--- config.mk ---
export PLATFORM = sky130hd
export DESIGN_NAME = chien_top
export DESIGN_NICKNAME = d
export VERILOG_FILES = /design/src/rtl/chien_pkg.sv /design/src/rtl/gf_pkg.sv /design/src/rtl/chien_top.sv /design/src/rtl/chien_loc_collect.sv /design/src/rtl/chien_pe_array.sv /design/src/rtl/chien_sigma_step.sv /design/src/rtl/chien_ctrl.sv
export SDC_FILE = /design/constraint.sdc
export NUM_CORES = 1
export LEC_CHECK = 0
export ABC_CLOCK_PERIOD_IN_PS = 10300
export BUFFER_PORTS_ARGS = -buffer_cell sky130_fd_sc_hd__clkbuf_2
export CAP_MARGIN = 20
export CORE_MARGIN = 4
export CORE_UTILIZATION = 45
export DETAILED_ROUTE_END_ITERATION = 16
export HOLD_SLACK_MARGIN = 0.12
export MAX_ROUTING_LAYER = met4
export REMOVE_ABC_BUFFERS = 1
export SYNTH_ARGS = -nofsm -noshare
export SYNTH_HDL_FRONTEND = slang
export SYNTH_SLANG_ARGS = --single-unit
--- constraint.sdc ---
create_clock -name i_clk -period 10.3 [get_ports i_clk]
set_input_delay 0.515 -clock i_clk [delete_from_list [all_inputs] [get_ports i_clk]]
set_output_delay 0.515 -clock i_clk [all_outputs]
set_load 0.05 [all_outputs]
--- src/rtl/chien_pkg.sv ---
package chien_pkg;

    // ------------------------------------------------------------------------
    // search geometry
    // ------------------------------------------------------------------------
    localparam int chien_lanes = 16;                   // positions per segment
    localparam int chien_segs = 4;                     // 4 x 16 covers 63
    localparam int chien_max_err = 2;
    localparam int chien_lane_w = $clog2(chien_lanes);
    localparam int chien_pipe_depth = 2;               // pe array + collector

    // location 0..62
    typedef logic [5:0] chien_loc_t;

    typedef logic [1:0] chien_seg_t;

    // 3 means more roots than chien_max_err
    typedef logic [1:0] chien_cnt_t;

endpackage

--- src/rtl/gf_pkg.sv ---
package gf_pkg;

    // ------------------------------------------------------------------------
    // GF(2^6) for the BCH(63,51) code
    // ------------------------------------------------------------------------
    localparam int gf_m = 6;
    localparam int gf_n = 63;                          // 2^m - 1
    localparam logic [gf_m:0] gf_prim_poly = 7'b1000011;   // x^6 + x + 1

    typedef logic [gf_m-1:0] gf_elem_t;

    // shift and add, msb of b first
    function automatic gf_elem_t gf_mul(gf_elem_t a, gf_elem_t b);
        gf_elem_t p;
        logic     msb;
        p = '0;
        for (int i = gf_m - 1; i >= 0; i--) begin
            msb = p[gf_m-1];
            p = {p[gf_m-2:0], 1'b0};
            if (msb) begin
                p = p ^ gf_prim_poly[gf_m-1:0];    // reduce
            end
            if (b[i]) begin
                p = p ^ a;
            end
        end
        return p;
    endfunction

    // alpha^e, negative powers wrap modulo n
    function automatic gf_elem_t gf_pow(int e);
        gf_elem_t r;
        int       k;
        r = gf_elem_t'(1);
        k = e % gf_n;
        if (k < 0) begin
            k = k + gf_n;
        end
        for (int i = 0; i < k; i++) begin
            r = gf_mul(r, gf_elem_t'(2));   // alpha = x
        end
        return r;
    endfunction

endpackage
--- src/rtl/chien_top.sv ---
`timescale 1ns/1ns

module chien_top (
    input  logic                   i_clk,
    input  logic                   i_rst_n,

    // locator polynomial in
    input  logic                   i_req,
    output logic                   o_ack,
    input  gf_pkg::gf_elem_t       i_sigma0,
    input  gf_pkg::gf_elem_t       i_sigma1,
    input  gf_pkg::gf_elem_t       i_sigma2,
    input  chien_pkg::chien_cnt_t  i_degree,
    input  logic                   i_correct,

    // result out
    output logic                   o_res_req,
    input  logic                   i_res_ack,
    output chien_pkg::chien_loc_t  o_err_loc0,
    output chien_pkg::chien_loc_t  o_err_loc1,
    output chien_pkg::chien_cnt_t  o_num_err,
    output logic                   o_correct
);

    import gf_pkg::*;
    import chien_pkg::*;

    logic                   load;
    chien_seg_t             seg;
    logic                   seg_vld;
    gf_elem_t               sigma0;
    gf_elem_t               term1;
    gf_elem_t               term2;
    logic [chien_lanes-1:0] roots;
    chien_seg_t             roots_seg;
    logic                   roots_vld;

    chien_ctrl u_ctrl (
        .i_clk      (i_clk),
        .i_rst_n    (i_rst_n),
        .i_req      (i_req),
        .o_ack      (o_ack),
        .o_res_req  (o_res_req),
        .i_res_ack  (i_res_ack),
        .o_load     (load),
        .o_seg      (seg),
        .o_seg_vld  (seg_vld)
    );

    chien_sigma_step u_sigma_step (
        .i_clk      (i_clk),
        .i_rst_n    (i_rst_n),
        .i_load     (load),
        .i_seg_vld  (seg_vld),
        .i_sigma0   (i_sigma0),
        .i_sigma1   (i_sigma1),
        .i_sigma2   (i_sigma2),
        .o_sigma0   (sigma0),
        .o_term1    (term1),
        .o_term2    (term2)
    );

    chien_pe_array u_pe_array (
        .i_clk      (i_clk),
        .i_rst_n    (i_rst_n),
        .i_seg      (seg),
        .i_seg_vld  (seg_vld),
        .i_sigma0   (sigma0),
        .i_term1    (term1),
        .i_term2    (term2),
        .o_roots    (roots),
        .o_seg      (roots_seg),
        .o_seg_vld  (roots_vld)
    );

    chien_loc_collect u_loc_collect (
        .i_clk      (i_clk),
        .i_rst_n    (i_rst_n),
        .i_load     (load),
        .i_roots    (roots),
        .i_seg      (roots_seg),
        .i_seg_vld  (roots_vld),
        .i_degree   (i_degree),
        .i_correct  (i_correct),
        .o_err_loc0 (o_err_loc0),
        .o_err_loc1 (o_err_loc1),
        .o_num_err  (o_num_err),
        .o_correct  (o_correct)
    );

endmodule

--- src/rtl/chien_loc_collect.sv ---
`timescale 1ns/1ns

module chien_loc_collect (
    input  logic                            i_clk,
    input  logic                            i_rst_n,

    input  logic                            i_load,
    input  logic [chien_pkg::chien_lanes-1:0] i_roots,
    input  chien_pkg::chien_seg_t           i_seg,
    input  logic                            i_seg_vld,
    input  chien_pkg::chien_cnt_t           i_degree,
    input  logic                            i_correct,

    output chien_pkg::chien_loc_t           o_err_loc0,
    output chien_pkg::chien_loc_t           o_err_loc1,
    output chien_pkg::chien_cnt_t           o_num_err,
    output logic                            o_correct
);

    import chien_pkg::*;

    localparam chien_cnt_t cnt_sat = chien_cnt_t'(chien_max_err + 1);

    logic                    first_hit;
    logic                    second_hit;
    logic [chien_lane_w-1:0] first_lane;
    logic [chien_lane_w-1:0] second_lane;
    logic [chien_lane_w:0]   hits;          // 0..16
    logic [chien_lane_w+1:0] total;
    chien_cnt_t              cnt_next;
    chien_loc_t              loc_first;
    chien_loc_t              loc_second;
    chien_cnt_t              degree_q;
    logic                    correct_q;

    // ------------------------------------------------------------------------
    // find first ones
    // ------------------------------------------------------------------------
    always_comb begin
        first_hit   = 1'b0;
        second_hit  = 1'b0;
        first_lane  = '0;
        second_lane = '0;
        hits        = '0;
        for (int k = 0; k < chien_lanes; k++) begin
            if (i_roots[k]) begin
                if (!first_hit) begin
                    first_hit  = 1'b1;
                    first_lane = k[chien_lane_w-1:0];
                end else if (!second_hit) begin
                    second_hit  = 1'b1;
                    second_lane = k[chien_lane_w-1:0];
                end
                hits = hits + 1'b1;
            end
        end
    end

    assign loc_first  = chien_loc_t'({i_seg, first_lane});     // 16 s + k
    assign loc_second = chien_loc_t'({i_seg, second_lane});

    // saturating root count
    assign total    = {{chien_lane_w{1'b0}}, o_num_err} + {1'b0, hits};
    assign cnt_next = (total > {{chien_lane_w{1'b0}}, cnt_sat}) ? cnt_sat : total[1:0];

    // ------------------------------------------------------------------------
    // merge into the running list
    // ------------------------------------------------------------------------
    always_ff @(posedge i_clk) begin
        if (!i_rst_n) begin
            o_err_loc0 <= '0;
            o_err_loc1 <= '0;
            o_num_err  <= '0;
            degree_q   <= '0;
            correct_q  <= 1'b0;
        end else if (i_load) begin
            o_err_loc0 <= '0;
            o_err_loc1 <= '0;
            o_num_err  <= '0;
            degree_q   <= i_degree;
            correct_q  <= i_correct;
        end else if (i_seg_vld) begin
            if (o_num_err == 2'd0) begin
                if (first_hit) begin
                    o_err_loc0 <= loc_first;
                end
                if (second_hit) begin
                    o_err_loc1 <= loc_second;
                end
            end else if (o_num_err == 2'd1 && first_hit) begin
                o_err_loc1 <= loc_first;      // one slot left
            end
            o_num_err <= cnt_next;
        end
    end

    // roots found must match the declared degree
    assign o_correct = correct_q && (o_num_err != cnt_sat) && (o_num_err == degree_q);

    a_count_monotonic : assert property (@(posedge i_clk) disable iff (!i_rst_n)
        !$past(i_load) |-> o_num_err >= $past(o_num_err));

endmodule

--- src/rtl/chien_pe_array.sv ---
`timescale 1ns/1ns

module chien_pe_array (
    input  logic                            i_clk,
    input  logic                            i_rst_n,

    input  chien_pkg::chien_seg_t           i_seg,
    input  logic                            i_seg_vld,
    input  gf_pkg::gf_elem_t                i_sigma0,
    input  gf_pkg::gf_elem_t                i_term1,
    input  gf_pkg::gf_elem_t                i_term2,

    output logic [chien_pkg::chien_lanes-1:0] o_roots,
    output chien_pkg::chien_seg_t           o_seg,
    output logic                            o_seg_vld
);

    import gf_pkg::*;
    import chien_pkg::*;

    logic [chien_lanes-1:0] hit;
    logic [chien_lanes-1:0] roots_d;

    // lanes whose position lies inside the code
    function automatic logic [chien_lanes-1:0] lane_mask(chien_seg_t seg);
        logic [chien_lanes-1:0] m;
        for (int k = 0; k < chien_lanes; k++) begin
            m[k] = (int'(seg) * chien_lanes + k) < gf_n;
        end
        return m;
    endfunction

    // ------------------------------------------------------------------------
    // root test per lane, sigma(alpha^-(16 s + k)) == 0
    // ------------------------------------------------------------------------
    for (genvar k = 0; k < chien_lanes; k++) begin : g_lane
        localparam gf_elem_t a1 = gf_pow(-k);
        localparam gf_elem_t a2 = gf_pow(-2 * k);
        gf_elem_t eval;

        assign eval   = i_sigma0 ^ gf_mul(i_term1, a1) ^ gf_mul(i_term2, a2);
        assign hit[k] = (eval == '0);
    end

    assign roots_d = hit & lane_mask(i_seg);   // position 63 is not a symbol

    always_ff @(posedge i_clk) begin
        o_roots <= roots_d;
        o_seg   <= i_seg;
    end

    always_ff @(posedge i_clk) begin
        if (!i_rst_n) begin
            o_seg_vld <= 1'b0;
        end else begin
            o_seg_vld <= i_seg_vld;
        end
    end

    // nothing at or past position 63
    a_no_masked_root : assert property (@(posedge i_clk) disable iff (!i_rst_n)
        o_seg_vld |-> ((o_roots >> (gf_n - int'(o_seg) * chien_lanes)) == '0));

endmodule

--- src/rtl/chien_sigma_step.sv ---
`timescale 1ns/1ns

module chien_sigma_step (
    input  logic               i_clk,
    input  logic               i_rst_n,

    input  logic               i_load,
    input  logic               i_seg_vld,

    input  gf_pkg::gf_elem_t   i_sigma0,
    input  gf_pkg::gf_elem_t   i_sigma1,
    input  gf_pkg::gf_elem_t   i_sigma2,

    output gf_pkg::gf_elem_t   o_sigma0,
    output gf_pkg::gf_elem_t   o_term1,
    output gf_pkg::gf_elem_t   o_term2
);

    import gf_pkg::*;
    import chien_pkg::*;

    // term j advances by alpha^(-16 j) per segment
    localparam gf_elem_t step1 = gf_pow(-chien_lanes);
    localparam gf_elem_t step2 = gf_pow(-2 * chien_lanes);

    gf_elem_t sigma0_q;
    gf_elem_t term1_q;
    gf_elem_t term2_q;

    // ------------------------------------------------------------------------
    // coefficient registers
    // ------------------------------------------------------------------------
    always_ff @(posedge i_clk) begin
        if (!i_rst_n) begin
            sigma0_q <= '0;
            term1_q  <= '0;
            term2_q  <= '0;
        end else if (i_load) begin
            sigma0_q <= i_sigma0;
            term1_q  <= i_sigma1;
            term2_q  <= i_sigma2;
        end else if (i_seg_vld) begin
            // sigma0 has no x term, stays as loaded
            term1_q <= gf_mul(term1_q, step1);
            term2_q <= gf_mul(term2_q, step2);
        end
    end

    assign o_sigma0 = sigma0_q;
    assign o_term1  = term1_q;     // sigma1 * alpha^(-16 s)
    assign o_term2  = term2_q;     // sigma2 * alpha^(-32 s)

endmodule

--- src/rtl/chien_ctrl.sv ---
`timescale 1ns/1ns

module chien_ctrl (
    input  logic                   i_clk,
    input  logic                   i_rst_n,

    input  logic                   i_req,
    output logic                   o_ack,

    output logic                   o_res_req,
    input  logic                   i_res_ack,

    output logic                   o_load,
    output chien_pkg::chien_seg_t  o_seg,
    output logic                   o_seg_vld
);

    import chien_pkg::*;

    localparam int cnt_w = $clog2(chien_segs + chien_pipe_depth);
    localparam logic [cnt_w-1:0] cnt_segs = cnt_w'(chien_segs);
    localparam logic [cnt_w-1:0] cnt_last = cnt_w'(chien_segs + chien_pipe_depth - 1);

    typedef enum logic [1:0] {
        st_idle,
        st_search,
        st_wait
    } state_t;

    state_t           state;
    logic [cnt_w-1:0] seg_cnt;
    logic             accept;

    // new request only once the previous handshakes are closed
    assign accept = (state == st_idle) && i_req && !o_ack && !i_res_ack;

    assign o_load    = accept;
    assign o_seg     = seg_cnt[$bits(chien_seg_t)-1:0];
    assign o_seg_vld = (state == st_search) && (seg_cnt < cnt_segs);

    // ------------------------------------------------------------------------
    // state machine and segment counter
    // ------------------------------------------------------------------------
    always_ff @(posedge i_clk) begin
        if (!i_rst_n) begin
            state     <= st_idle;
            seg_cnt   <= '0;
            o_res_req <= 1'b0;
        end else begin
            case (state)
                st_idle: begin
                    if (accept) begin
                        state   <= st_search;
                        seg_cnt <= '0;
                    end
                end
                st_search: begin
                    if (seg_cnt == cnt_last) begin   // pipeline drained
                        state     <= st_wait;
                        o_res_req <= 1'b1;
                    end else begin
                        seg_cnt <= seg_cnt + 1'b1;
                    end
                end
                st_wait: begin
                    if (i_res_ack) begin
                        state     <= st_idle;
                        o_res_req <= 1'b0;
                    end
                end
                default: state <= st_idle;
            endcase
        end
    end

    // input handshake
    always_ff @(posedge i_clk) begin
        if (!i_rst_n) begin
            o_ack <= 1'b0;
        end else if (accept) begin
            o_ack <= 1'b1;
        end else if (!i_req) begin
            o_ack <= 1'b0;
        end
    end

    a_ack_needs_req : assert property (@(posedge i_clk) disable iff (!i_rst_n)
        $rose(o_ack) |-> $past(i_req));

    // result only after the segments and both pipeline stages
    a_res_after_segs : assert property (@(posedge i_clk) disable iff (!i_rst_n)
        $rose(o_res_req) |-> !$past(o_seg_vld) && !$past(o_seg_vld, 2));

endmodule

==> results.md <==
* Worst R2R Start: u_pe_array.o_roots[0]$_DFF_P_
* Worst slew pin tran at about 1100 ps
* Vias/cell at about 5.5
* Area of the core at ~0.017 mm2
* Synth Flop Type: dfxtp_1
* Drt drc at 0
* Hold Vio Cnt, Final at 0
* Cts bufs inserted at 9
* GRT Resource Usage Total at 21.2%
* Worst Setup End Kind: flip-flop
* Num rows at 47
* Max Slew Vio Count at 0
* Drt wl/cell at 16.3 um
* Synth Area per Inst at 7.86 um2
* Grt ovf at 0
* Critical path arrival at between 9000 and 10000 ps
* Number of port buffers at 41
* Yosys reg bits at 61
* Cell Area, Synth at between 0.007 and 0.008 mm2
* Fill cell count at about 1600
* WHS Path Cells at 0
* Clock tree sinks at 61
* Clk_lat worst skew at between 300 and 400 ps
* Syn Inst Count at 961
* Final ANT Viol Nets at 0
* Fmax at ~0.10 GHz
* I/O pin total at 42
* Area delta synth->final at 9.20%
* DP HPWL at roughly 15000 um
* Worst hold margin at roughly 380 ps
* Fin nets at 1015
* Post-synth EDFFs at 0
* Hold_sp: u_ctrl.seg_cnt[1]$_SDFFE_PN0P_
* WL final at approximately 19000 um
* LEAKAGE at 3.18 nW
* First-pass GRT wire length at roughly 32000 um
* Synth cell types at slightly above 80
* Die Wd at roughly 140 um
* Setup TNS at 0 ps
* Die area at roughly 0.019 mm2
* FF+latch area at around 0.0012 mm2
* Via count at between 6000 and 7000
* Worst clock skew at just over 8 ps
* Final Setup Violations at 0
* Critical path launch point type: flip-flop
* Initial antenna violation count at 0
* WS Path Type: reg -> reg
* Final Critical Period at between 9000 and 10000 ps
* Multi-input gate area at ~0.0061 mm2
* Vias in the first global route at around 6200
* TritonCTS clock tree: yes
* Sequential fraction of the synthesis area at about 16%
* R2r setup slk at around 620 ps
* Pre-antenna DRT Iters at 4
* Reg-to-Reg End: u_loc_collect.o_num_err[0]$_SDFFE_PP0P_
* Slew headroom at 27.7%
* CTS Root Cell: clkbuf_16
* PD cells at 291 mW/mm2
* Hold path endpoint: u_pe_array.o_seg[1]$_DFF_P_
* Starting Density at 45.7%
* Share of cells above drive strength 1 at approximately an eighth
* Die height at approximately 140 um
* Hold WC Path Type: reg -> reg
* CTS Hold Bufs at 0
* Critical Path Max Stage Delay at between 300 and 400 ps
* Crit Path Max Fanout at 5
* Clock-pin slew on the worst setup and hold paths at 60 ps
* Ant. Diodes at 0
* Worst Path Required at approximately 11000 ps
* Power, Total at between 2 and 2.5 mW
* Max-Cap Viols at 0
* Crit share post-route at about 94%
* Most common cell on crit path: ha_1
* Largest net degree at the start of global routing at 30
* Drt initial violations at between 300 and 400
* Status: finished, final reports clean
* Slowest CP cell: fa_2
* Final Util at between 40% and 50%
* Htree depth at 3
* VDD IR-drop max at roughly 160 uV
* CTS Buffer Depth at 2
* Ys Warns at 0
* Cells on worst reg2reg path at 50
* Final RePlAce weighted congestion at 0.926
* Async SR Flop Fraction at 0%
## cell usage in the layout (no fill, tap or decap), types with 6 or more instances in the layout
master     count
o211ai_1       6
clkbuf_16      9
xor2_1        89
o22ai_1        7
and3_1         9
a221oi_1      10
and2_1        10
xnor2_1      170
clkbuf_2      41
or3_1         16
o31ai_1        6
mux2i_1       16
nand2_1       92
nor2b_1       13
nor3_1        20
a21oi_1       34
nor2_1        65
a21boi_0      16
o21ai_0       27
a22oi_1        6
dfxtp_1       60
nor4_1         6
nand2b_1      10
ha_1          21
buf_4         11
nand4_1       13
nand3_1       30
o2111ai_1     17
inv_1         21
a32oi_1        6
## flip-flops by register name (all words and copies together), names as in the netlist
name	flops
u_ctrl.o_ack	1
u_ctrl.o_res_req	1
u_ctrl.seg_cnt	3
u_ctrl.state	2
u_loc_collect.correct_q	1
u_loc_collect.degree_q	2
u_loc_collect.o_err_loc0	6
u_loc_collect.o_err_loc1	6
u_loc_collect.o_num_err	2
u_pe_array.o_roots	16
u_pe_array.o_seg	2
u_pe_array.o_seg_vld	1
u_sigma_step.o_sigma0	6
u_sigma_step.o_term1	6
u_sigma_step.o_term2	6
## worst max-delay path, delay by kind of cell, from the launching register on
family          cells  cell delay (ps)
flops               1              320
mux                 4             1110
compound gates     10             1510
simple gates       15             2070
fa+ha+maj          15             4170
buf+inv             6              460
## through the flow
| stage | cells | instance area [um2] | setup slack [ps] |
|---|---|---|---|
| after floorplan | 904 | 7320 | 967 |
| after global placement | 1173 | 7860 | 414 |
| after detailed placement | 1173 | 7860 | 264 |
| after CTS | 1189 | 8160 | 229 |
| after global routing | 1192 | 8250 | -17.7 |
| final | 1192 | 8250 | 622 |
## report_power, final
part | leakage (nW) | total, mW | switching (mW) | internal, mW
Combinational | 2.54 | 1.75 | 0.975 | 0.771
Clock | 0.142 | 0.302 | 0.108 | 0.194
Sequential | 0.496 | 0.348 | 0.0855 | 0.262
## per-layer routing
metal | vias to the layer above | GRT usage (%) | part of all wire [%] | routed length (um)
met1 | 3051 | 27.7 | 46 | 9030
met5 | - | - | 0 | 0
met4 | 0 | 4.21 | 1.3 | 252
met2 | 142 | 35.8 | 49 | 9470
li1 | 3376 | - | - | -
met3 | 17 | 2.34 | 3.7 | 730
## kinds of logic (layout without fill, tap and decap cells)
| group | after synthesis | count (layout) | synth area share, % |
|---|---|---|---|
| AO/OA/AOI/OAI | 182 | 182 | 17.0 |
| XOR/XNOR | 277 | 277 | 34.9 |
| adder cells (fa/ha/maj) | 23 | 23 | 3.91 |
| buffers and inverters | 80 | 91 | 4.23 |
| flip-flops | 61 | 61 | 16.2 |
| multiplexers | 20 | 20 | 2.72 |
| AND/OR/NAND/NOR | 318 | 318 | 21.1 |
## how the worst max path moves through the flow
stage                                                    endpoint                     startpoint  depth (start not counted)
after global placement    u_loc_collect.o_num_err[0]$_SDFFE_PP0P_  u_pe_array.o_roots[0]$_DFF_P_                         50
after detailed placement  u_loc_collect.o_num_err[0]$_SDFFE_PP0P_  u_pe_array.o_roots[0]$_DFF_P_                         50
after CTS                 u_loc_collect.o_num_err[0]$_SDFFE_PP0P_  u_pe_array.o_roots[0]$_DFF_P_                         50
after global routing      u_loc_collect.o_num_err[0]$_SDFFE_PP0P_  u_pe_array.o_roots[0]$_DFF_P_                         50
final                     u_loc_collect.o_num_err[0]$_SDFFE_PP0P_  u_pe_array.o_roots[0]$_DFF_P_                         50
after floorplan           u_loc_collect.o_num_err[0]$_SDFFE_PP0P_  u_pe_array.o_roots[0]$_DFF_P_                         50
## final cells by class
type                            instances  area share (%)
Multi-Input combinational cell        820            73.6
Sequential cell                        61            14.8
Tap cell                              220            3.34
Clock buffer                           11            2.94
Clock inverter                          5           0.713
Inverter                               23            1.05
Timing Repair Buffer                   52            3.49
## what timing repair did
| item | CTS | global route |
|---|---|---|
| setup endpoints to repair | 0 | 2 |
| gates resized for setup | 0 | 14 |
| setup buffers | 0 | 3 |
## synth_stat cells, types with 13 or more instances
| library cell | number | area share, % |
|---|---|---|
| nand3_1 | 30 | 2.0 |
| inv_1 | 21 | 1.0 |
| a21boi_0 | 16 | 1.6 |
| nand2_1 | 92 | 4.6 |
| xor2_1 | 89 | 10 |
| ha_1 | 22 | 3.6 |
| xnor2_1 | 170 | 20 |
| a21oi_1 | 34 | 2.3 |
| clkbuf_1 | 44 | 2.2 |
| nor2b_1 | 15 | 1.2 |
| dfxtp_1 | 61 | 16 |
| nor2_1 | 67 | 3.3 |
| o21ai_0 | 28 | 1.9 |
| o2111ai_1 | 17 | 2.0 |
| nand4_1 | 13 | 1.1 |
| nor3_1 | 20 | 1.3 |
| or3_1 | 16 | 1.3 |
| mux2i_1 | 16 | 2.1 |
Power figures use the tool's default switching activity.
